===== config.mk =====
export PLATFORM = sky130hd
export DESIGN_NAME = mont_result_unloader_flat
export DESIGN_NICKNAME = d
export VERILOG_FILES = /design/src/rtl/mont_pkg.sv /design/src/rtl/word_stream_if.sv /design/src/rtl/mont_result_unloader.sv /design/src/flat_wrapper.sv
export VERILOG_INCLUDE_DIRS = /design/src /design/src/rtl
export SDC_FILE = /design/constraint.sdc
export NUM_CORES = 1
export LEC_CHECK = 0
export BUFFER_PORTS_ARGS = -buffer_cell sky130_fd_sc_hd__buf_4
export CAP_MARGIN = 20
export CORE_UTILIZATION = 31
export DETAILED_ROUTE_END_ITERATION = 8
export PLACE_DENSITY = 0.81
export RECOVER_POWER = 100
export SLEW_MARGIN = 20
export SYNTH_ARGS = -nofsm -noshare
export SYNTH_HDL_FRONTEND = slang
export SYNTH_SLANG_ARGS = --single-unit

===== constraint.sdc =====
create_clock -name clk -period 0.95 [get_ports clk]
set_input_delay 0.095 -clock clk [delete_from_list [all_inputs] [get_ports clk]]
set_output_delay 0.095 -clock clk [all_outputs]
set_load 0.02 [all_outputs]

===== src/rtl/mont_config.svh =====
// Montgomery multiplier configuration
`ifndef MONT_CONFIG_SVH
`define MONT_CONFIG_SVH

// datapath word width in bits
`define MONT_WORD_W     16
// elements in the systolic chain, one X digit each
`define MONT_NUM_PE     8
// largest operand length in words (128-bit mode)
`define MONT_MAX_WORDS  8

`endif


===== src/rtl/mont_pkg.sv =====
// Montgomery multiplier types
`default_nettype none
`include "mont_config.svh"

package mont_pkg;

    typedef logic [`MONT_WORD_W-1:0]             word_t;
    typedef logic [`MONT_WORD_W+1:0]             carry_t;   // x*y + q*m + t + c
    typedef logic [$clog2(`MONT_MAX_WORDS):0]    count_t;

    typedef enum logic [1:0] {
        MODE_32  = 2'd0,    // 2 words
        MODE_64  = 2'd1,    // 4 words
        MODE_128 = 2'd2     // 8 words, code 3 maps here too
    } mode_e;

    typedef enum logic [1:0] {FEED_IDLE, FEED_LOAD, FEED_PAD, FEED_WAIT} feed_state_e;

    // operand length in words for a mode
    function automatic count_t words_of(mode_e mode);
        case (mode)
            MODE_32: return count_t'(2);
            MODE_64: return count_t'(4);
            default: return count_t'(8);
        endcase
    endfunction

endpackage

`default_nettype wire


===== src/rtl/word_stream_if.sv =====
// Word stream between chain elements
`timescale 1ns/100ps
`default_nettype none

interface word_stream_if;
    import mont_pkg::*;

    logic   valid;      // one slot per cycle
    logic   first;      // slot 0 of an operation
    logic   pad;        // trailing zero slot
    word_t  y;
    word_t  m;
    word_t  t;          // partial result word

    modport src (
        output valid, first, pad, y, m, t
    );

    modport dst (
        input  valid, first, pad, y, m, t
    );

endinterface

`default_nettype wire


===== src/rtl/mont_result_unloader.sv =====
// Result word unloader
`timescale 1ns/100ps
`default_nettype none

module mont_result_unloader (
    input  logic            clk,
    input  logic            rstn,
    word_stream_if.dst      tap,
    output logic            res_valid_o,
    output mont_pkg::word_t res_word_o,
    output logic            done_o
);
    import mont_pkg::*;

    logic   word_here;
    logic   res_valid_q;
    word_t  res_word_q;

    // every valid slot but the pad carries a result word
    assign word_here = tap.valid && !tap.pad;

    always_ff @(posedge clk or negedge rstn) begin
        if (!rstn) begin
            res_valid_q <= 1'b0;
        end else begin
            res_valid_q <= word_here;
        end
    end

    always_ff @(posedge clk) begin
        if (word_here) begin
            res_word_q <= tap.t;
        end
    end

    assign res_valid_o = res_valid_q;
    assign res_word_o  = res_word_q;

    // pad sits on the tap while the last word is on the output
    assign done_o = tap.valid && tap.pad;

endmodule

`default_nettype wire


===== src/flat_wrapper.sv =====
// flat-port wrapper written by rule: the top's interface ports become plain ports
module mont_result_unloader_flat import mont_pkg::*;
  (clk, rstn, res_valid_o, res_word_o, done_o, tap_valid, tap_first, tap_pad, tap_y, tap_m, tap_t);
  word_stream_if tap_i ();
  input  logic clk;
  input  logic rstn;
  output logic res_valid_o;
  output mont_pkg::word_t res_word_o;
  output logic done_o;
  input wire logic [$bits(tap_i.valid)-1:0] tap_valid;
  input wire logic [$bits(tap_i.first)-1:0] tap_first;
  input wire logic [$bits(tap_i.pad)-1:0] tap_pad;
  input wire logic [$bits(tap_i.y)-1:0] tap_y;
  input wire logic [$bits(tap_i.m)-1:0] tap_m;
  input wire logic [$bits(tap_i.t)-1:0] tap_t;
  assign tap_i.valid = tap_valid;
  assign tap_i.first = tap_first;
  assign tap_i.pad = tap_pad;
  assign tap_i.y = tap_y;
  assign tap_i.m = tap_m;
  assign tap_i.t = tap_t;
  mont_result_unloader u_core (.clk(clk), .rstn(rstn), .tap(tap_i), .res_valid_o(res_valid_o), .res_word_o(res_word_o), .done_o(done_o));
endmodule

==> flow_summary.json, run 1 <==
{
  "status": "finished, final reports clean",
  "rsz0062_at_grt": "yes",
  "grt_pass1_vias": 429,
  "antenna_found_initial": 0,
  "yosysUniqueCellTypes": 4,
  "first_pass_iters": 4,
  "max-vdd-ir-drop_mv": 1.08,
  "grt_pass1_wl_um": 1830,
  "tightest_slew_ns": 0.401,
  "core_sq_um": 1540,
  "drcViolationCount": 0,
  "syn_area_sq_um": 522,
  "synth_seq_area_share": 0.969,
  "routed_via_density": 4.26,
  "required_ns": 0.85,
  "grt_use_total": 0.143,
  "holdWs_ns": 0.144,
  "drtIter0Drc": 2,
  "switchingPower_mw": 0.345,
  "cts.clk_slew.worst_paths_ns": 0.09,
  "drive_gt1_frac": 0.538,
  "syn_inst": 19,
  "finalCriticalPeriod_ns": 0.942,
  "cts-root-buf": "clkbuf_4",
  "hold_violations": 0,
  "cp_data_arrival_time_ns": 0.85,
  "grt_max_degree": 18,
  "cts_inserted_buffers": 3,
  "cp.buffers_inverters": 1,
  "hp-class": "input pin to async pin",
  "area_delta_synth_final_pct": 102,
  "fp.dieW_um": 43.0,
  "drv_cap": 0,
  "p_clk_frac": 0.241,
  "gp_congestion": 0.604,
  "portBuffers": 37,
  "endpoint_kind": "output pin",
  "yosys_warnings": 0,
  "setup_tns_ns": 0,
  "die_y_um": 43.0,
  "synthesis.nets": 72,
  "wl_um": 1210,
  "slowest_stage": "edfxtp_1",
  "ys_ff_latch": 17,
  "wl_per_cell_um": 12.8,
  "htree_levels": 1,
  "cts_tree": "built",
  "start_kind": "flop",
  "syn_area_per_cell_sq_um": 27.5,
  "p_sw_frac": 0.223,
  "slew-limit-headroom": 0.733,
  "rows": 14,
  "ant_nets": 0,
  "start_util": 0.338,
  "crit_family": "flip-flops",
  "n_antenna_cell": 0,
  "path_cells": "buf_6",
  "ios": 71,
  "power.internal_mw": 1.20,
  "fin_util": 0.683,
  "vias": 400,
  "grt-ovfl-total": 0,
  "p_comb_frac": 0.182,
  "crit_path_max_fanout": 1,
  "slowest_delay_ns": 0.41,
  "cts.path.max_buffers": 2,
  "power_leakage_nw": 0.444,
  "fin_total_pwr_mw": 1.55,
  "max_freq_mhz": 1060,
  "p_per_area_nw_per_um2": 1470,
  "cts.sinks": 17,
  "fin_crit_sh": 0.992,
  "slew_viol_final": 0,
  "crit_type": "flop to output pin",
  "setup_slack_ns": 0.00800,
  "finalSetupViolCount": 0,
  "power_frac_seq": 0.577,
  "nNetsFinal": 132,
  "pre_cts_slack_ns": 0.0753,
  "die_area_sq_um": 1850
}
-- synthesized netlist by cell type --
master    number  area, sq um
dfrtp_1        1         25.0
and2b_2        1         8.76
and2_2         1         7.51
edfxtp_1      16          480
-- sequential cells by signal, summed over array words and instances, names as in the netlist --
name	cells
u_core.res_valid_o	1
u_core.res_word_o	16
-- cells by family (layout without fill, tap and decap cells) --
kind of cell / Yosys count / in the layout / synth area share
buffers and inverters: 0 / 59 / 0
flip-flops: 17 / 17 / 0.969
AND/OR/NAND/NOR: 2 / 2 / 0.0312
-- path summary, 6_finish.rpt --
check | startpoint | end | slack [ns] | cells past startpoint
setup / recovery | u_core.res_word_o[7]$_DFFE_PP_ | res_word_o[7] | 0.008 | 1
hold / removal | rstn | u_core.res_valid_o$_DFF_PN0_ | 0.14 | 2
max in group asynchronous | rstn | u_core.res_valid_o$_DFF_PN0_ | 0.73 | 2
min in group clk | tap_valid | u_core.res_valid_o$_DFF_PN0_ | 0.49 | 3
-- what timing repair did --
item | in CTS | in global routing
endpoints found under the setup margin | 1 | 10
hold buffers | 17 | 0
resized for setup | 1 | 9
buffers inserted | 0 | 0
endpoints found under the hold margin | 17 | 0
gates cloned | 0 | 0
-- placed cells by master (no fill, tap or decap) --
cell           count
clkbuf_4          21
dlygate4sd3_1     17
edfxtp_1          16
buf_6             10
buf_4              7
clkbuf_1           2
and2_2             1
and2b_2            1
buf_2              1
clkbuf_2           1
dfrtp_1            1
-- per-layer routing --
metal | wire [um] | global-route usage | up-vias | share of wire
met2 | 680 | 0.255 | 21 | 0.56
li1 | - | - | 193 | -
met4 | 0 | 0.0545 | 0 | 0
met3 | 78 | 0.0511 | 0 | 0.065
met1 | 445 | 0.153 | 186 | 0.37
met5 | 0 | 0 | - | 0
-- metrics by stage --
step / cell area, sq um / cells
2_1_floorplan: 522 / 19
3_3_place_gp: 840 / 73
3_5_place_dp: 840 / 73
4_1_cts: 1040 / 94
5_1_grt: 1050 / 94
6_report: 1050 / 94
-- area by class of cell --
cell class,count,area (sq um)
clock buffers,4,26.3
fillers,118,489
multi-input cells,2,16.3
flip-flops and latches,17,505
well taps,16,20.0
repair buffers,55,484
-- power by group through the flow --
| stage | clock, mW | combinational, mW | sequential (mW) |
|---|---|---|---|
| 4_1_cts | 0.379 | 0.285 | 0.889 |
| 2_1_floorplan | 0 | 0.0168 | 0.967 |
| 3_5_place_dp | 0 | 0.227 | 0.906 |
| 5_1_grt | 0.423 | 0.298 | 0.898 |
| 3_3_place_gp | 0 | 0.222 | 0.903 |
| 6_report | 0.373 | 0.282 | 0.894 |
Power figures use the tool's default switching activity.
==> run 2: changes to the inputs <==
- HOLD_SLACK_MARGIN: unset -> 0.15
==> run 2 against run 1 <==
Sequential share of layout area shrank 0.62 points. Count of clock-buffer cells in the layout is the same. Sequential cell count stayed put. Hold slack gained 0.35 ns. Sequential power about the same. Die area is the same. Final cell count increased by 1.1%. Combinational power increased by 2%. Wire length grew 1.3%. First-iteration DRC count stayed put. Fmax is essentially flat.
==> flow_summary.json, run 2 (same netlist as run 1, synthesis figures left out) <==
{
  "p_sw_frac": 0.223,
  "setup_tns_ns": 0,
  "portBuffers": 37,
  "drv_cap": 0,
  "start_util": 0.338,
  "layout_common_cells": "21 x clkbuf_4, 18 x dlygate4sd3_1, 16 x edfxtp_1",
  "status": "finished, final reports clean",
  "wl_per_cell_um": 12.9,
  "rows": 14,
  "placed_area_sq_um": 840,
  "n_antenna_cell": 0,
  "area_delta_synth_final_pct": 104,
  "routed_via_density": 4.29,
  "gp_congestion": 0.604,
  "power_frac_seq": 0.575,
  "endpoint_kind": "output pin",
  "cts.clk_slew.worst_paths_ns": 0.09,
  "start_kind": "flop",
  "die_area_sq_um": 1850,
  "hp-class": "input pin to flop",
  "drive_gt1_frac": 0.532,
  "path_cells": "buf_6",
  "grt-ovfl-total": 0,
  "power_leakage_nw": 0.450,
  "fp.dieW_um": 43.0,
  "ios": 71,
  "largest_register_ffs": 16,
  "p_clk_frac": 0.240,
  "hold_depth": 3,
  "max-vdd-ir-drop_mv": 1.08,
  "core_sq_um": 1540,
  "p_per_area_nw_per_um2": 1460,
  "max_freq_mhz": 1060,
  "cts_tree": "built",
  "cts_inserted_buffers": 3,
  "power.internal_mw": 1.21,
  "ant_nets": 0,
  "grt_pass1_wl_um": 1860,
  "first_pass_iters": 4,
  "grt_use_total": 0.145,
  "slew_viol_final": 0,
  "switchingPower_mw": 0.346,
  "hold_violations": 0,
  "htree_levels": 1,
  "final_common_cell": "clkbuf_4",
  "wl_um": 1220,
  "grt_pass1_vias": 442,
  "cts-root-buf": "clkbuf_4",
  "nNetsFinal": 133,
  "tightest_slew_ns": 0.402,
  "cts.path.max_buffers": 2,
  "slew-limit-headroom": 0.732,
  "cts.sinks": 17,
  "final_area_sq_um": 1070,
  "fin_util": 0.692,
  "drcViolationCount": 0,
  "hold_start": "tap_valid",
  "whs_endpoint": "u_core.res_valid_o$_DFF_PN0_",
  "crit_type": "flop to output pin",
  "vias": 408,
  "antenna_found_initial": 0,
  "die_y_um": 43.0,
  "crit_family": "flip-flops",
  "drtIter0Drc": 2,
  "slowest_delay_ns": 0.41,
  "finalSetupViolCount": 0,
  "crit_path_max_fanout": 1,
  "required_ns": 0.85,
  "cp.buffers_inverters": 1,
  "rsz0062_at_grt": "yes",
  "finalCriticalPeriod_ns": 0.942,
  "p_comb_frac": 0.185,
  "fin_crit_sh": 0.992,
  "cp_data_arrival_time_ns": 0.85,
  "grt_max_degree": 18,
  "slowest_stage": "edfxtp_1"
}
==> run 2: how the worst max path moves through the flow <==
stage | from | end | slack, ns | cells after the start
3_5_place_dp | tap_pad | u_core.res_word_o[14]$_DFFE_PP_ | 0.08 | 3
3_3_place_gp | tap_pad | u_core.res_word_o[3]$_DFFE_PP_ | 0.08 | 3
6_report | u_core.res_word_o[7]$_DFFE_PP_ | res_word_o[7] | 0.008 | 1
2_1_floorplan | tap_pad | u_core.res_word_o[0]$_DFFE_PP_ | 0.15 | 1
5_1_grt | u_core.res_word_o[7]$_DFFE_PP_ | res_word_o[7] | -0.04 | 1
4_1_cts | u_core.res_word_o[7]$_DFFE_PP_ | res_word_o[7] | -0.001 | 1
==> run 2: timing repair <==
| action | CTS | global route |
|---|---|---|
| buffers inserted | 0 | 0 |
| hold buffers | 18 | 0 |
| gates cloned | 0 | 0 |
| setup endpoints to repair | 1 | 11 |
| endpoints found under the hold margin | 17 | 0 |
| gates resized for setup | 1 | 10 |
==> run 2: area by class of cell <==
cell class              count  area (sq um)
clock buffers               4          26.3
fillers                   116           475
multi-input cells           2          16.3
flip-flops and latches     17           505
well taps                  16          20.0
repair buffers             56           498
==> run 2: power by group through the flow <==
stage | Combinational [mW] | Sequential (mW) | Clock (mW)
finish | 0.287 | 0.895 | 0.373
global route | 0.303 | 0.899 | 0.423
CTS | 0.288 | 0.889 | 0.379
detailed placement | 0.227 | 0.906 | 0
global placement | 0.222 | 0.903 | 0
floorplan | 0.0168 | 0.967 | 0
==> run 2: stage by stage <==
step           std cells  hold WS [ns]  setup WS, ns  power [mW]
3_3_place_gp          73        -0.130        0.0810        1.12
3_5_place_dp          73        -0.129        0.0753        1.13
2_1_floorplan         19        -0.201         0.150       0.984
4_1_cts               95         0.253      -0.00129        1.56
6_report              95         0.491       0.00802        1.55
5_1_grt               95         0.529       -0.0357        1.63
==> run 2: layer usage <==
metal  up-vias  wire length, um  global-route usage
met5         -                0                   0
met4         0                0              0.0545
met3         0               78              0.0511
met2        21              692               0.261
met1       192              450               0.153
li1        195                -                   -
==> run 3: changes to the inputs <==
- BUFFER_PORTS_ARGS: -buffer_cell sky130_fd_sc_hd__buf_4 -> unset
- CORE_AREA: unset -> 2 2 39 41
- CORE_UTILIZATION: 31 -> unset
- DIE_AREA: unset -> 0 0 41 43
- DONT_BUFFER_PORTS: unset -> 1
- PLACE_DENSITY: 0.81 -> unset
==> run 3 against run 2 <==
Combinational power is 73% lower. Setup slack better by 0.082 ns. Final area is 30% lower. Hold slack worse by 0.14 ns. Count of clock-buffer cells in the layout stayed put. First-iteration DRC count is 50% higher. Wire length is 34% lower.
==> flow_summary.json, run 3 (same netlist as run 1, synthesis figures left out) <==
{
  "crit_path_max_fanout": 1,
  "drtIter0Drc": 3,
  "endpoint_kind": "output pin",
  "routed_via_density": 4.68,
  "cts.clk_slew.worst_paths_ns": 0.08,
  "die_y_um": 43,
  "drive_gt1_frac": 0.0732,
  "cp_data_arrival_time_ns": 0.77,
  "tightest_slew_ns": 0.658,
  "pre_cts_slack_ns": 0.0655,
  "cts_tree": "built",
  "cts.sinks": 17,
  "ant_nets": 0,
  "n_antenna_cell": 0,
  "postCtsSetupBuffers": 0,
  "hold_violations": 0,
  "first_pass_iters": 4,
  "fin_util": 0.539,
  "required_ns": 0.85,
  "gp_congestion": 0.565,
  "globalRouteMet1Util": 0.0827,
  "wl_um": 810,
  "setup_tns_ns": 0,
  "rows": 14,
  "start_util": 0.377,
  "grt_pass1_wl_um": 1150,
  "nNetsFinal": 95,
  "grt-ovfl-total": 0,
  "grt_max_degree": 18,
  "slew-limit-headroom": 0.561,
  "power_leakage_nw": 0.260,
  "wl_per_cell_um": 14.2,
  "fp.dieW_um": 41,
  "placed_area_sq_um": 542,
  "busiest_layer": "met2",
  "area_delta_synth_final_pct": 42.9,
  "finalSetupViolCount": 0,
  "crit_type": "flop to output pin",
  "finalCriticalPeriod_ns": 0.860,
  "status": "finished, final reports clean",
  "drcViolationCount": 0,
  "holdWs_ns": 0.347,
  "fin_total_pwr_mw": 1.38,
  "htree_levels": 1,
  "start_kind": "flop",
  "die_area_sq_um": 1760,
  "met3_usage": 0.0419,
  "met2_usage": 0.188,
  "hp-class": "input pin to flop",
  "max_freq_mhz": 1160,
  "fin_crit_sh": 0.906,
  "cts_inserted_buffers": 3,
  "vias": 267,
  "grt_pass1_vias": 283,
  "setup_slack_ns": 0.0895,
  "finalNonFillerCells": 57,
  "cts.path.max_buffers": 2,
  "antenna_found_initial": 0,
  "grt_use_total": 0.101,
  "dp.cells": 35,
  "slew_viol_final": 0,
  "cts-root-buf": "clkbuf_4",
  "rsz0062_at_grt": "no",
  "largest_register_ffs": 16,
  "core_sq_um": 1380,
  "portBuffers": 0,
  "layout_common_cells": "18 x dlygate4sd3_1, 16 x edfxtp_1, 3 x clkbuf_4",
  "final_common_cell": "dlygate4sd3_1",
  "max-vdd-ir-drop_mv": 0.851,
  "p_per_area_nw_per_um2": 1850,
  "ios": 71,
  "final_area_sq_um": 746,
  "drv_cap": 0
}
## run 3: cell count changes in the layout (fill, tap and decap cells not counted), sizes merged
cell    previous run  this run
buf               18         0
clkbuf            24         4
## run 3: worst paths after layout
| path | start | to | slack (ns) | cells after the start |
|---|---|---|---|---|
| min in group asynchronous | rstn | u_core.res_valid_o$_DFF_PN0_ | 0.57 | 2 |
| max in group asynchronous | rstn | u_core.res_valid_o$_DFF_PN0_ | 0.28 | 2 |
| worst max-delay path | u_core.res_word_o[10]$_DFFE_PP_ | res_word_o[10] | 0.09 | 0 |
| worst min-delay path | tap_valid | u_core.res_valid_o$_DFF_PN0_ | 0.35 | 1 |
## run 3: power breakdown
part	switching [mW]	internal (mW)
clock	0.186	0.162
combinational	0.0257	0.0512
sequential	0.0776	0.878
## run 3: timing repair
action	in CTS	in global routing
hold endpoints to repair	17	0
hold buffers	18	0
gates resized for setup	0	0
## run 3: area by class of cell
type	instances	area, sq um
Clock buffer	4	26.3
Fill cell	108	638
Multi-Input combinational cell	2	13.8
Sequential cell	17	505
Tap cell	16	20.0
Timing Repair Buffer	18	180
## run 3: routing by layer
| metal | share of wire | routed length, um | up-vias |
|---|---|---|---|
| met4 | 0 | 0 | 0 |
| met3 | 0.078 | 63 | 0 |
| met5 | 0 | 0 | - |
| met2 | 0.61 | 493 | 20 |
| li1 | - | - | 118 |
| met1 | 0.31 | 253 | 129 |
