[src/rtl/mont_config.svh]
// Montgomery multiplier configuration
`ifndef MONT_CONFIG_SVH
`define MONT_CONFIG_SVH

// datapath word width in bits
`define MONT_WORD_W     16
// elements in the systolic chain, one X digit each
`define MONT_NUM_PE     8
// largest operand length in words (128-bit mode)
`define MONT_MAX_WORDS  8

`endif

[src/rtl/mont_pkg.sv]
// Montgomery multiplier types
`default_nettype none
`include "mont_config.svh"

package mont_pkg;

    typedef logic [`MONT_WORD_W-1:0]             word_t;
    typedef logic [`MONT_WORD_W+1:0]             carry_t;   // x*y + q*m + t + c
    typedef logic [$clog2(`MONT_MAX_WORDS):0]    count_t;

    typedef enum logic [1:0] {
        MODE_32  = 2'd0,    // 2 words
        MODE_64  = 2'd1,    // 4 words
        MODE_128 = 2'd2     // 8 words, code 3 maps here too
    } mode_e;

    typedef enum logic [1:0] {FEED_IDLE, FEED_LOAD, FEED_PAD, FEED_WAIT} feed_state_e;

    // operand length in words for a mode
    function automatic count_t words_of(mode_e mode);
        case (mode)
            MODE_32: return count_t'(2);
            MODE_64: return count_t'(4);
            default: return count_t'(8);
        endcase
    endfunction

endpackage

`default_nettype wire

[src/rtl/word_stream_if.sv]
// Word stream between chain elements
`timescale 1ns/100ps
`default_nettype none

interface word_stream_if;
    import mont_pkg::*;

    logic   valid;      // one slot per cycle
    logic   first;      // slot 0 of an operation
    logic   pad;        // trailing zero slot
    word_t  y;
    word_t  m;
    word_t  t;          // partial result word

    modport src (
        output valid, first, pad, y, m, t
    );

    modport dst (
        input  valid, first, pad, y, m, t
    );

endinterface

`default_nettype wire

[src/rtl/mont_operand_feeder.sv]
// Operand capture and stream feeder
`timescale 1ns/100ps
`default_nettype none
`include "mont_config.svh"

module mont_operand_feeder (
    input  logic            clk,
    input  logic            rstn,
    input  logic            start_i,
    input  mont_pkg::mode_e mode_i,
    input  mont_pkg::word_t m_prime_i,
    input  mont_pkg::word_t x_word_i,
    input  mont_pkg::word_t y_word_i,
    input  mont_pkg::word_t m_word_i,
    input  logic            done_i,
    output logic            busy_o,
    output mont_pkg::mode_e mode_o,
    output mont_pkg::word_t m_prime_o,
    output mont_pkg::word_t x_digits_o [`MONT_NUM_PE],
    word_stream_if.src      head
);
    import mont_pkg::*;

    feed_state_e                         state_q;
    feed_state_e                         state_d;
    logic [$clog2(`MONT_MAX_WORDS)-1:0]  cnt_q;
    count_t                              n_words;
    logic                                last_word;
    mode_e                               mode_q;
    word_t                               m_prime_q;
    word_t                               x_q [`MONT_NUM_PE];
    logic                                slot_valid_q;
    logic                                slot_first_q;
    logic                                slot_pad_q;
    word_t                               slot_y_q;
    word_t                               slot_m_q;

    assign n_words   = words_of(mode_q);
    assign last_word = (count_t'(cnt_q) == n_words - 1'b1);

    // ====================================================================
    // FSM
    // ====================================================================
    always_comb begin
        state_d = state_q;
        case (state_q)
            FEED_IDLE: if (start_i)   state_d = FEED_LOAD;
            FEED_LOAD: if (last_word) state_d = FEED_PAD;
            FEED_PAD:                 state_d = FEED_WAIT;
            FEED_WAIT: if (done_i)    state_d = FEED_IDLE;
            default:                  state_d = FEED_IDLE;
        endcase
    end

    always_ff @(posedge clk or negedge rstn) begin
        if (!rstn) begin
            state_q      <= FEED_IDLE;
            cnt_q        <= '0;
            mode_q       <= MODE_32;
            slot_valid_q <= 1'b0;
            slot_first_q <= 1'b0;
            slot_pad_q   <= 1'b0;
        end else begin
            state_q <= state_d;
            if (state_q == FEED_IDLE && start_i) begin
                mode_q <= mode_i;   // sampled in the start cycle
            end
            cnt_q        <= (state_q == FEED_LOAD) ? cnt_q + 1'b1 : '0;
            slot_valid_q <= (state_q == FEED_LOAD) || (state_q == FEED_PAD);
            slot_first_q <= (state_q == FEED_LOAD) && (cnt_q == '0);
            slot_pad_q   <= (state_q == FEED_PAD);
        end
    end

    // ====================================================================
    // operand words
    // ====================================================================
    always_ff @(posedge clk) begin
        if (state_q == FEED_IDLE && start_i) begin
            m_prime_q <= m_prime_i;
        end
        if (state_q == FEED_LOAD) begin
            x_q[cnt_q] <= x_word_i;     // digit k for element k
        end
        // zero outside the load keeps the pad slot clean
        slot_y_q <= (state_q == FEED_LOAD) ? y_word_i : '0;
        slot_m_q <= (state_q == FEED_LOAD) ? m_word_i : '0;
    end

    assign busy_o     = (state_q != FEED_IDLE);
    assign mode_o     = mode_q;
    assign m_prime_o  = m_prime_q;
    assign x_digits_o = x_q;

    assign head.valid = slot_valid_q;
    assign head.first = slot_first_q;
    assign head.pad   = slot_pad_q;
    assign head.y     = slot_y_q;
    assign head.m     = slot_m_q;
    assign head.t     = '0;     // accumulator starts at zero

endmodule

`default_nettype wire

[src/flat_wrapper.sv]
// flat-port wrapper written by rule: the top's interface ports become plain ports
module mont_operand_feeder_flat import mont_pkg::*;
  (clk, rstn, start_i, mode_i, m_prime_i, x_word_i, y_word_i, m_word_i, done_i, busy_o, mode_o, m_prime_o, x_digits_o, head_valid, head_first, head_pad, head_y, head_m, head_t);
  word_stream_if head_i ();
  input  logic clk;
  input  logic rstn;
  input  logic start_i;
  input  mont_pkg::mode_e mode_i;
  input  mont_pkg::word_t m_prime_i;
  input  mont_pkg::word_t x_word_i;
  input  mont_pkg::word_t y_word_i;
  input  mont_pkg::word_t m_word_i;
  input  logic done_i;
  output logic busy_o;
  output mont_pkg::mode_e mode_o;
  output mont_pkg::word_t m_prime_o;
  output mont_pkg::word_t x_digits_o[`MONT_NUM_PE];
  output wire logic [$bits(head_i.valid)-1:0] head_valid;
  output wire logic [$bits(head_i.first)-1:0] head_first;
  output wire logic [$bits(head_i.pad)-1:0] head_pad;
  output wire logic [$bits(head_i.y)-1:0] head_y;
  output wire logic [$bits(head_i.m)-1:0] head_m;
  output wire logic [$bits(head_i.t)-1:0] head_t;
  assign head_valid = head_i.valid;
  assign head_first = head_i.first;
  assign head_pad = head_i.pad;
  assign head_y = head_i.y;
  assign head_m = head_i.m;
  assign head_t = head_i.t;
  mont_operand_feeder u_core (.clk(clk), .rstn(rstn), .start_i(start_i), .mode_i(mode_i), .m_prime_i(m_prime_i), .x_word_i(x_word_i), .y_word_i(y_word_i), .m_word_i(m_word_i), .done_i(done_i), .busy_o(busy_o), .mode_o(mode_o), .m_prime_o(m_prime_o), .x_digits_o(x_digits_o), .head(head_i));
endmodule
[config.mk]
export PLATFORM = sky130hd
export DESIGN_NAME = mont_operand_feeder_flat
export DESIGN_NICKNAME = d
export VERILOG_FILES = /design/src/rtl/mont_pkg.sv /design/src/rtl/word_stream_if.sv /design/src/rtl/mont_operand_feeder.sv /design/src/flat_wrapper.sv
export VERILOG_INCLUDE_DIRS = /design/src /design/src/rtl
export SDC_FILE = /design/constraint.sdc
export NUM_CORES = 1
export LEC_CHECK = 0
export ABC_AREA = 1
export ABC_CLOCK_PERIOD_IN_PS = 2350
export BUFFER_PORTS_ARGS = -buffer_cell sky130_fd_sc_hd__buf_2
export CAP_MARGIN = 10
export CORE_ASPECT_RATIO = 0.8
export CORE_MARGIN = 2
export CORE_UTILIZATION = 46
export CTS_CLUSTER_SIZE = 25
export DETAILED_ROUTE_END_ITERATION = 7
export GPL_TIMING_DRIVEN = 0
export PLACE_DENSITY = 0.88
export SLEW_MARGIN = 20
export SYNTH_ARGS = -nofsm -noshare
export SYNTH_HDL_FRONTEND = slang
export SYNTH_SLANG_ARGS = --single-unit
[constraint.sdc]
create_clock -name clk -period 2.35 [get_ports clk]
set_input_delay 0.1175 -clock clk [delete_from_list [all_inputs] [get_ports clk]]
set_output_delay 0.1175 -clock clk [all_outputs]
set_load 0.02 [all_outputs]
==> results.md, run 1 <==
Clock tree:
- The clock root buffer is clkbuf_16.
- After clock tree synthesis, the clock-pin slew on the worst setup and hold paths is 0.07 ns.
- The H-tree generated during clock tree synthesis spans 4 levels.
- The maximum count of clock buffers along a single path is 2.
- In this run the post-CTS setup repair buffer count came out at 0.
- The clock sink count is 186.
- The CTS tree is done.
- TritonCTS created 17 clock buffers.
- The source-to-sink clock delay at the later pin of the worst-skew pair is 0.43 ns.

Route:
- In this run the remaining antenna-violating nets after routing total 0.
- Summed over all nets, wire length on met2 after detailed routing comes to slightly below 8000 microns.
- The number of iterations in the first detailed-routing pass is 4.
- The amount of wire on met3 after detailed routing is approximately 1500 microns.
- After detailed routing, the number of remaining DRC violations is 0.
- The count of routing violations after the opening detailed-route iteration is 289.
- The uppermost signal routing layer after detailed routing is met4.
- The number of vias per cell is 4.516.
- After detailed routing, the wire length on met1 is 5659 microns.
- Dividing the detail-routed wire length by the instance count gives between 15 and 20 microns.
- The overall routed net length is 15,120 microns.
- For this block, the via count after detailed routing is 3,983.

STA:
- The final setup skew is 0.006898 ns.
- The post-route fraction of the period consumed by the critical path is 0.9290.
- The max-slew violation total from the final report is 0.
- The smallest clock period supported by the final layout is computed as 2.183 ns.
- The post-route worst hold slack is about 0.023 ns.
- Setup repair after global routing left no endpoint under its margin.
- The final count of hold timing violations is 0.
- Setup violations remaining at the end of the flow were counted as 0.
- Static timing analysis puts the maximum clock frequency at 458.1 MHz.
- The worst-case headroom to the max-slew limit is 0.6133.
- The measured slew at the worst slew-check pin is 0.5794 ns.

Floorplan:
- From left edge to right edge, the die measures 130.9 microns.
- In this run the standard cell core region covers 12,730 sq um.
- The initial utilization of the core area, before any placement, comes to 0.4654.
- The number of placement rows is 37.
- The overall die area is 13,810 sq um.
- The number of top-level design ports is 268.
- The floorplan step set the die height to between 100 and 150 microns.

Yosys:
- The synthesized netlist contains 19 unique library cells.
- The most instantiated library cell after synthesis is edfxtp_1.
- For this run, the register share of the synthesized area comes to 0.8803.
- The share of flip-flops with an asynchronous set or reset after synthesis is 0.05376.
- The number of instances in the synthesized netlist is 333.
- In the synthesized netlist the dominant register cell turns out to be edfxtp_1.
- Counting flops with a built-in enable in the synthesized netlist gives 144.
- After synthesis, the cell types taking the most area are edfxtp_1, dfxtp_1, dfrtp_1, nand2_1, inv_1.
- The synthesized area divided by synthesized cell count is 17.79 sq um.
- In the synthesized netlist, the cells that appear most often are edfxtp_1, nand2_1, inv_1.
- The cell area that synthesis handed to floorplanning was 5924 sq um.
- The post-synthesis cell type with the largest combined area is edfxtp_1.
- Counting flops and latches in the post-synthesis netlist gives around 190.
- For this run, the number of Yosys warnings is 0.
- The top cell type's share of synthesized area is 0.7299.

Min path:
- The startpoint identified for the worst hold timing path is x_word_i[15].
- The path with the worst hold slack has its endpoint at u_core.x_digits_o[79].
- The worst hold-check path type is in2reg.
- The number of stages on the worst hold path is 1.

Critical path:
- The arrival time reported for the critical path endpoint is 2.31 ns.
- The endpoint required time on the critical path is 2.48 ns.
- The critical path startpoint category is a flop.
- In this run the worst path has a maximum fanout of 10.
- The endpoint class of the critical path is a flop.
- The worst setup path is of the reg2reg kind.
- The capturing point of the worst reg2reg path is u_core.x_digits_o[102].
- The worst reg-to-reg path cell count is 6.
- The flop-to-flop setup slack is between 0.15 and 0.2 ns.
- The worst reg2reg path startpoint is u_core.state_q[1].

Power:
- Dividing total power by cell area gives a power density of 991.6 nW/um^2.
- In this run the static leakage power is 3.998 nW.
- The maximum vdd drop is just under 0.7 mV.

Global routing:
- The overall track demand over capacity in global routing is 0.2200.
- The number of antenna violations at the first check in global routing is 1.
- The global route total overflow is 0.
- The wire length of the first global-routing pass is ~22,000 microns.
- The number of global-route vias before repair is 4,061.
- Entering global routing, the biggest net connects 20 pins.

Final layout:
- For this run, the number of standard cells in the final layout without fillers is 882.
- Of the cells placed in the final design, the portion with a size suffix greater than 1 is 0.4589.
- The area added between synthesis and finish is 48.81%.
- In the final design database the tool counted 770 nets.

Placed design:
- The count of port buffers added during placement is about 250.
- Once placement completed, the tool counted placed cells totaling 782.
- The detailed placement HPWL is 9709 microns.
- The routability-driven placement congestion ratio is around 0.75.

Status:
- The run finished with clean final reports.

Run:
- The tool flagged a number of max-cap violations equal to 0.
## what timing repair did
action,CTS,global route
hold endpoints to repair,172,6
gates resized for setup,0,2
hold buffers,66,1
endpoints found under the setup margin,0,13
## routing by layer
metal,global-route usage,up-vias
li1,-,1819
met5,0,-
met3,0.08731,24
met1,0.2490,1883
met2,0.3757,257
met4,0.08055,0
## registers in the layout, summed over array words and instances, names as in the netlist
name and count:
u_core.cnt_q 3, u_core.head.first 1, u_core.head.m 16, u_core.head.pad 1
u_core.head.valid 1, u_core.head.y 16, u_core.m_prime_o 16, u_core.mode_o 2
u_core.state_q 2, u_core.x_digits_o 128
## cells by family after synthesis
| kind of cell | synth area share |
|---|---|
| flip-flops | 0.8803 |
| AND/OR/NAND/NOR | 0.04646 |
| adder cells (fa/ha/maj) | 0.01478 |
| buffers and inverters | 0.05217 |
| AO/OA/AOI/OAI | 0.004225 |
| other | 0.0006330 |
| XOR/XNOR | 0.001479 |
## worst max-delay path by stage
stage	cells past startpoint	slack [ns]	to	from
3_5_place_dp	8	0.17	u_core.x_digits_o[60]	u_core.state_q[1]
6_report	6	0.17	u_core.x_digits_o[102]	u_core.state_q[1]
3_3_place_gp	7	-0.60	u_core.x_digits_o[29]	u_core.state_q[1]
2_1_floorplan	7	0.24	u_core.x_digits_o[112]	u_core.state_q[1]
5_1_grt	8	0.001	u_core.x_digits_o[85]	u_core.state_q[1]
4_1_cts	8	0.15	u_core.x_digits_o[54]	u_core.state_q[1]
## through the flow
step	cell area, sq um	utilization	total power, mW	TNS, ns	worst slack (ns)
final	8816	0.6925	8.742	0	0.1669
after global routing	8816	0.6925	9.108	0	0.001001
after CTS	8795	0.6908	8.741	0	0.1454
after detailed placement	7581	0.5955	6.014	0	0.1673
after global placement	7456	0.5857	5.897	-59.47	-0.6019
after floorplan	5981	-	5.298	0	0.2389
## critical path, cell delays in order (launching register included)
cell	delay, ns
dfrtp_1	0.42
inv_1	0.14
ha_1	0.16
buf_2	0.23
nand2_1	0.18
nor2_2	0.51
buf_6	0.25
## placed cells by master, fill, tap and decap left out, drive strengths merged
cell type and count:
nand3 3, or2 1, ha 7, buf 279, nand2 53, edfxtp 144
o22ai 1, dlygate4sd3 67, clkinv 6, o21ai 3, dfxtp 32, dfrtp 10
nor2 12, inv 52, clkbuf 17, conb 16, clkinvlp 2, xnor2 1
diode 1
## report_power, final
part	switching [mW]	internal (mW)	total, mW
combinational	1.29	0.612	1.90
clock	1.27	1.39	2.66
sequential	0.154	4.03	4.18
total	2.71	6.03	8.74
## cell type report
cell class / instances / area [sq um]
fill: 825 / 3915
buffer: 20 / 140.1
clock inverter: 15 / 127.6
tap: 175 / 219.0
clock buffer: 17 / 425.4
sequential: 186 / 5215
timing repair buffer: 326 / 2032
inverter: 45 / 172.7
multi-input combinational: 97 / 481.7
antenna: 1 / 2.502
Note: power is estimated with default switching activity, not from simulation.
==> run 2: changes to the inputs <==
--- a/config.mk
+++ b/config.mk
@@ -7,16 +7,18 @@
 export NUM_CORES = 1
 export LEC_CHECK = 0
 export ABC_AREA = 1
-export ABC_CLOCK_PERIOD_IN_PS = 2350
+export ABC_CLOCK_PERIOD_IN_PS = 2000
 export BUFFER_PORTS_ARGS = -buffer_cell sky130_fd_sc_hd__buf_2
 export CAP_MARGIN = 10
+export CELL_PAD_IN_SITES_DETAIL_PLACEMENT = 2
+export CELL_PAD_IN_SITES_GLOBAL_PLACEMENT = 2
 export CORE_ASPECT_RATIO = 0.8
 export CORE_MARGIN = 2
-export CORE_UTILIZATION = 46
+export CORE_UTILIZATION = 28
 export CTS_CLUSTER_SIZE = 25
 export DETAILED_ROUTE_END_ITERATION = 7
 export GPL_TIMING_DRIVEN = 0
-export PLACE_DENSITY = 0.88
+export PLACE_DENSITY = 0.85
 export SLEW_MARGIN = 20
 export SYNTH_ARGS = -nofsm -noshare
 export SYNTH_HDL_FRONTEND = slang
==> constraint.sdc (replaced) <==
create_clock -name clk -period 2 [get_ports clk]
set_input_delay 0.1 -clock clk [delete_from_list [all_inputs] [get_ports clk]]
set_output_delay 0.1 -clock clk [all_outputs]
set_load 0.02 [all_outputs]
==> results.md, run 2 (synthesized netlist as in run 1, its figures left out) <==
Status:
- The flow ran to the end, and the final reports show no timing, DRC or antenna violations.

Floorplan:
- 268 I/O pins were placed.
- Row generation in the floorplan step produced 47 rows.
- Measured along the y axis, the die boundary spans approximately 130 microns.
- The total area inside the core boundary comes to about 21,000 sq um.
- The floorplan step set the die width to 166.6 microns.
- The overall die area is 22,350 sq um.
- The starting utilization of the core area is 0.2862.

Clock tree:
- The maximum count of clock buffers along a single path is 2.
- In this run, CTS created clock tree buffers numbering 17.
- The cell sitting at the root of the clock tree is a clkbuf_16.
- The later pin in the worst-skew pair is clocked with a latency of 0.43 ns.
- The count of H-tree levels built during CTS is 4.
- TritonCTS built the clock tree.
- The clock drives 186 sinks.
- The clock transition time at the flip-flop clock pins of the worst setup and hold paths is about 0.070 ns.

Final layout:
- The share of cells above drive strength 1 is 0.4692.
- Once layout is complete, the utilization of the core stands at 0.4416.
- The count of non-filler cells in the finished layout is 983.
- Leaving out fill and tap cells, the most frequent cells in the layout are buf_2, edfxtp_1, dlygate4sd3_1.
- The most frequent standard cell in the layout excluding fill and tap cells is buf_2.
- After routing the design area is 9140 sq um.
- The total number of nets in the final design is 779.
- The number of antenna diodes is 0.
- The area growth from synthesis to layout is 54.28%.
- The flip-flop count of the largest register, all copies and words added is 128.
- The count of fill cells added during filler insertion is 2,112.

Critical path:
- The arrival time reported for the critical path endpoint is 1.99 ns.
- The critical path start-end classification is reg2reg.
- The worst setup path is captured at a flop.
- The worst reg-to-reg path cell count is 8.
- The worst reg2reg path startpoint is u_core.state_q[1].
- For the worst setup path, the data required time is 2.14 ns.
- Across all register-to-register paths, the minimum setup slack is 0.14 ns.
- The maximum fanout along the worst path is 11.
- In this run the critical register-to-register path is captured at u_core.x_digits_o[18].
- The worst setup path is launched from a flop.

Min path:
- The path class of the tightest hold or removal check is in2async.

Route:
- The detailed router finished its first iteration with 171 violations.
- The overall routed net length is 20,230 microns.
- The number of vias per cell is 4.139.
- The routed layout has 4,069 vias.
- The first detailed-routing pass took 4 iterations.
- The final routed wire length divided by cell count is 20.58 microns.
- In the routed design, unresolved DRC markers number 0.
- The antenna violation net count after detailed routing is 0.

STA:
- For this run, the top clock speed supported by timing is 538.0 MHz.
- Setup repair after global routing left no endpoint under its margin.
- The post-route fraction of the period consumed by the critical path is 0.9294.
- The max-slew violation total from the final report came to 0.
- The time the worst path needs with I/O delays and setup is 1.859 ns.
- The post-route worst hold slack is approximately 0.073 ns.
- The measured slew at the worst slew-check pin is 0.7285 ns.
- The number of failing setup endpoints in the final timing report is 0.
- The worst-case headroom to the max-slew limit is 0.5138.
- The final setup skew is 0.009844 ns.
- In the post-route analysis, the smallest setup slack over all paths is 0.1412 ns.
- The final count of hold timing violations is 0.
- The setup TNS is 0 ns.

Run:
- The reported max-cap violation count is 0.

Placed design:
- The detailed placement HPWL is 13,360 microns.
- At the end of routability-driven placement, the weighted congestion stood at about 0.74.
- Counting tap cells, the placed design contains a total of between 800 and 900 instances.
- The count of port buffers added during placement is 251.
- The placement-stage cell area is 7654 sq um.
- Prior to clock tree synthesis, the placed netlist has a worst setup slack of -0.3446 ns.

Global routing:
- The first global-routing pass estimated 29,850 microns of wire.
- The largest net degree at the start of global routing is 20.
- The number of antenna violations at the first check in global routing is 0.
- The number of global-route vias before repair is between 4,000 and 5,000.
- For this run the aggregate overflow at the end of global routing stands at 0.
- For this run, the total global-route usage over all layers was measured as 0.1835.

Power:
- VDD sags by at most 0.5659 mV.
- For this design the static power due to leakage is 4.072 nW.
- Power spread over the standard cell area amounts to 1168 nW/um^2.
- The completed layout was analyzed and its total power is 10.68 mW.
==> run 2: area by class of cell <==
type	count	area, sq um	share of cell area
Timing Repair Buffer	335	2185	0.2390
Buffer	20	142.6	0.01561
Tap cell	269	336.6	0.03682
Multi-Input combinational cell	97	516.7	0.05654
Inverter	45	168.9	0.01848
Sequential cell	186	5216	0.5707
Clock buffer	17	425.4	0.04654
Clock inverter	14	148.9	0.01629
==> run 2: worst max-delay path: stages (launching register included) <==
cell,delay (ns)
dfrtp_2,0.44
inv_2,0.09
ha_1,0.16
buf_4,0.18
inv_1,0.07
nor2_1,0.14
inv_2,0.12
nor2_4,0.19
buf_12,0.17
==> run 2: what timing repair did <==
| action | in CTS | in global routing |
|---|---|---|
| endpoints found under the setup margin | 128 | 88 |
| pin swaps | 8 | 1 |
| setup buffers | 14 | 0 |
| endpoints found under the hold margin | 186 | 0 |
| gates resized for setup | 3 | 3 |
| hold buffers | 68 | 0 |
==> run 2: worst max path at each step <==
stage                 startpoint  slack (ns)                      to
6_report       u_core.state_q[1]        0.14   u_core.x_digits_o[18]
5_1_grt        u_core.state_q[1]       0.003   u_core.x_digits_o[20]
4_1_cts        u_core.state_q[1]        0.04   u_core.x_digits_o[18]
3_5_place_dp   u_core.state_q[1]       -0.34  u_core.x_digits_o[105]
3_3_place_gp   u_core.state_q[1]       -1.20   u_core.x_digits_o[89]
2_1_floorplan  u_core.state_q[1]       -0.11  u_core.x_digits_o[112]
==> run 2: routing by layer <==
layer,global-route usage,part of all wire,vias up
met5,0,0,-
met4,0.04502,0.0084,0
met3,0.05488,0.063,14
met2,0.3471,0.54,176
met1,0.2022,0.39,2047
li1,-,-,1832
==> run 2: where the power goes <==
group,internal [mW],switching [mW]
sequential,4.73,0.221
combinational,0.781,1.65
clock,1.67,1.62
total,7.18,3.49
==> run 3: changes to the inputs <==
--- a/config.mk
+++ b/config.mk
@@ -14,11 +14,12 @@
 export CELL_PAD_IN_SITES_GLOBAL_PLACEMENT = 2
 export CORE_ASPECT_RATIO = 0.8
 export CORE_MARGIN = 2
-export CORE_UTILIZATION = 28
+export CORE_UTILIZATION = 29
+export CTS_BUF_LIST = sky130_fd_sc_hd__clkbuf_4 sky130_fd_sc_hd__clkbuf_8
 export CTS_CLUSTER_SIZE = 25
 export DETAILED_ROUTE_END_ITERATION = 7
 export GPL_TIMING_DRIVEN = 0
-export PLACE_DENSITY = 0.85
+export PLACE_DENSITY = 0.87
 export SLEW_MARGIN = 20
 export SYNTH_ARGS = -nofsm -noshare
 export SYNTH_HDL_FRONTEND = slang
==> results.md, run 3 (synthesized netlist as in run 1, its figures left out) <==
Power:
- The share of total power dissipated in sequential elements is 0.499.
- Of the total power, the share spent switching nets is 0.3471.
- Power spread over the standard cell area amounts to 1106 nW/um^2.
- After layout, the design draws a total of 9.913 mW.
- Of the total power, combinational logic draws 0.246.
- Internal power comes to roughly 6.5 mW.
- IR analysis of the VDD net gives a maximum drop of between 0.5 and 0.6 mV.
- Summed over all cells, the static leakage comes to 3.993 nW.
- Of the total power, the clock network draws 0.256.
- The switching power summed over all nets is 3.440 mW.

Final layout:
- Leaving out fill and tap cells, the most frequent cells in the layout are buf_2, edfxtp_1, dlygate4sd3_1.
- Leaving out fill and tap cells, the most frequent cell in the layout is buf_2.
- Once layout is complete, the utilization of the core stands at 0.4500.
- The total number of nets in the final design is between 700 and 800.
- In the final layout, the multi-input gates occupy 521.8 sq um.
- The count of non-filler cells in the finished layout is 977.
- The number of antenna diodes is 0.
- Of the cells placed in the final design, the portion with a size suffix greater than 1 is 0.4684.
- With fillers left out, the area of the finished cells amounts to 8961 sq um.
- Summing all flip-flop and latch instances after layout gives 5215 sq um.
- The area added between synthesis and finish is 51.26%.
- The flip-flop count of the largest register, all copies and words added is approximately 130.
- The count of fill cells added during filler insertion is between 2,000 and 2,500.

Route:
- The number of vias per cell is 4.135.
- After detailed routing, the average wire length per cell comes to 20.41 microns.
- The via count of the routed design is 4,040.
- The antenna violation net count after detailed routing is 0.
- The remaining routing DRC violations is 0.
- The overall routed net length is 19,950 microns.
- The number of iterations in the first detailed-routing pass is 4.
- The detailed router finished its first iteration with 199 violations.

STA:
- The final setup skew is 0.01712 ns.
- Counting I/O delays and the setup requirement, the final critical path takes about 1.8 ns.
- Setup total negative slack on the finished layout was measured at 0 ns.
- For this run, the top clock speed supported by timing is 543.8 MHz.
- The max-slew violation total from the final report is 0.
- Hold timing on the final database bottoms out at a slack of around 0.09 ns.
- The number of failing setup endpoints in the final timing report is 0.
- Setup repair after global routing left no endpoint under its margin.
- The setup slack after layout is 0.1612 ns.
- The measured slew at the worst slew-check pin is 0.7174 ns.
- The final count of hold timing violations came to 0.
- The worst-case headroom to the max-slew limit is 0.5212.
- Of the available clock period, the critical path in the final layout requires 0.9194.

Clock tree:
- In this run the clock root is driven by a clkbuf_8.
- The maximum count of clock buffers along a single path is 2.
- TritonCTS built the clock tree.
- The clock sink count is 186.
- For the worst-skew pair, the clock arrives at the later sink with an insertion delay of 0.47 ns.
- The number of clock buffers added by TritonCTS is 17.
- The count of H-tree levels built during CTS is 4.
- The clock transition time at the flip-flop clock pins of the worst setup and hold paths is 0.11 ns.

Critical path:
- The cell with the biggest individual delay on the critical path is dfrtp_1.
- The most frequent cell on the critical path is inv_2.
- The arrival time reported for the critical path endpoint is around 2.0 ns.
- The signal on the critical path passes through inv_2 > ha_1 > clkbuf_4 > inv_1 > nor2_2 > inv_2 > nor2_4 > buf_12.
- The worst setup path is launched from a flop.
- The worst reg2reg path startpoint is u_core.state_q[1].
- The endpoint required time on the critical path is 2.17 ns.
- The first element of the critical path is u_core.state_q[1].
- Along the worst path, the maximum fanout reaches 16.
- The endpoint class of the critical path is a flop.
- The critical path is of the reg2reg type.
- The worst stage delay on the critical path is 0.45 ns.

Global routing:
- Summed over all layers, the global routing overflow is 0.
- The number of antenna violations at the first check in global routing was 0.
- The number of global-route vias before repair is 4,723.
- The wire length of the first global-routing pass is 29,330 microns.
- The overall track demand over capacity in global routing is 0.1865.
- The largest net degree at the start of global routing is 21.

Floorplan:
- In this run the standard cell core region covers 19,910 sq um.
- The y dimension of the die is 131.8 microns.
- The number of top-level design ports is 268.
- The initial utilization of the core area, before any placement, comes to 0.2975.
- The overall die area is 21,600 sq um.
- The die is ~160 microns wide.
- The number of placement rows is 46.

Placed design:
- The routability-driven placement congestion ratio is 0.7134.
- The count of port buffers added during placement is 251.
- The detailed placement HPWL is 13,030 microns.
- Before CTS, the worst setup slack after placement is -0.3507 ns.
- The placement-stage cell area is 7637 sq um.
- In this run, placement finished with an instance count of 864.

Min path:
- The path class of the tightest hold or removal check is in2reg.
- The startpoint of the lowest-slack hold path is done_i.

Status:
- The flow ran to the end, and the final reports show no timing, DRC or antenna violations.

Run:
- The tool flagged a number of max-cap violations equal to 0.
-- run 3: worst max-delay path, delay by kind of cell, from the launching register on --
kind	cells	cell delay, ns
adders and majority gates	1	0.16
buffers and inverters	5	0.68
DFF	1	0.45
and+or+nand+nor	2	0.25
-- run 3: final cells by class --
class,count,area share
well taps,264,0.03686
clock buffers,17,0.02611
repair buffers,333,0.2429
clock inverters,15,0.01913
inverters,45,0.01885
plain buffers,20,0.01592
flip-flops and latches,186,0.5820
multi-input cells,97,0.05822
-- run 3: final timing paths --
kind | to | slack [ns] | cells after the start
max | u_core.x_digits_o[112] | 0.16 | 8
min | u_core.state_q[1] | 0.09 | 5
max reg2reg | u_core.x_digits_o[112] | 0.16 | 8
min reg2reg | u_core.mode_o[0] | 0.57 | 2
max in group asynchronous | u_core.cnt_q[1] | 1.03 | 3
min in group asynchronous | u_core.state_q[1] | 0.64 | 3
-- run 3: power groups by stage --
stage | sequential, mW | clock [mW] | combinational, mW
floorplan | 5.56 | 0 | 0.664
global placement | 4.98 | 0 | 2.05
detailed placement | 5.03 | 0 | 2.18
CTS | 4.94 | 2.62 | 2.40
global route | 5.00 | 2.75 | 2.65
finish | 4.94 | 2.53 | 2.44
-- run 3: repair_timing --
| item | in CTS | in global routing |
|---|---|---|
| hold endpoints to repair | 188 | 0 |
| resized for setup | 2 | 4 |
| setup endpoints to repair | 128 | 115 |
| hold buffers | 69 | 0 |
| pin swaps | 8 | 1 |
| setup buffers | 12 | 0 |
-- run 3: metal layers --
| layer | GRT usage | part of all wire | routed length, microns | vias up |
|---|---|---|---|---|
| met4 | 0.03119 | 0.0059 | 117 | 0 |
| met3 | 0.07235 | 0.078 | 1549 | 11 |
| met2 | 0.3497 | 0.54 | 10770 | 184 |
| met5 | 0 | 0 | 0 | - |
| li1 | - | - | - | 1826 |
| met1 | 0.1999 | 0.38 | 7505 | 2019 |
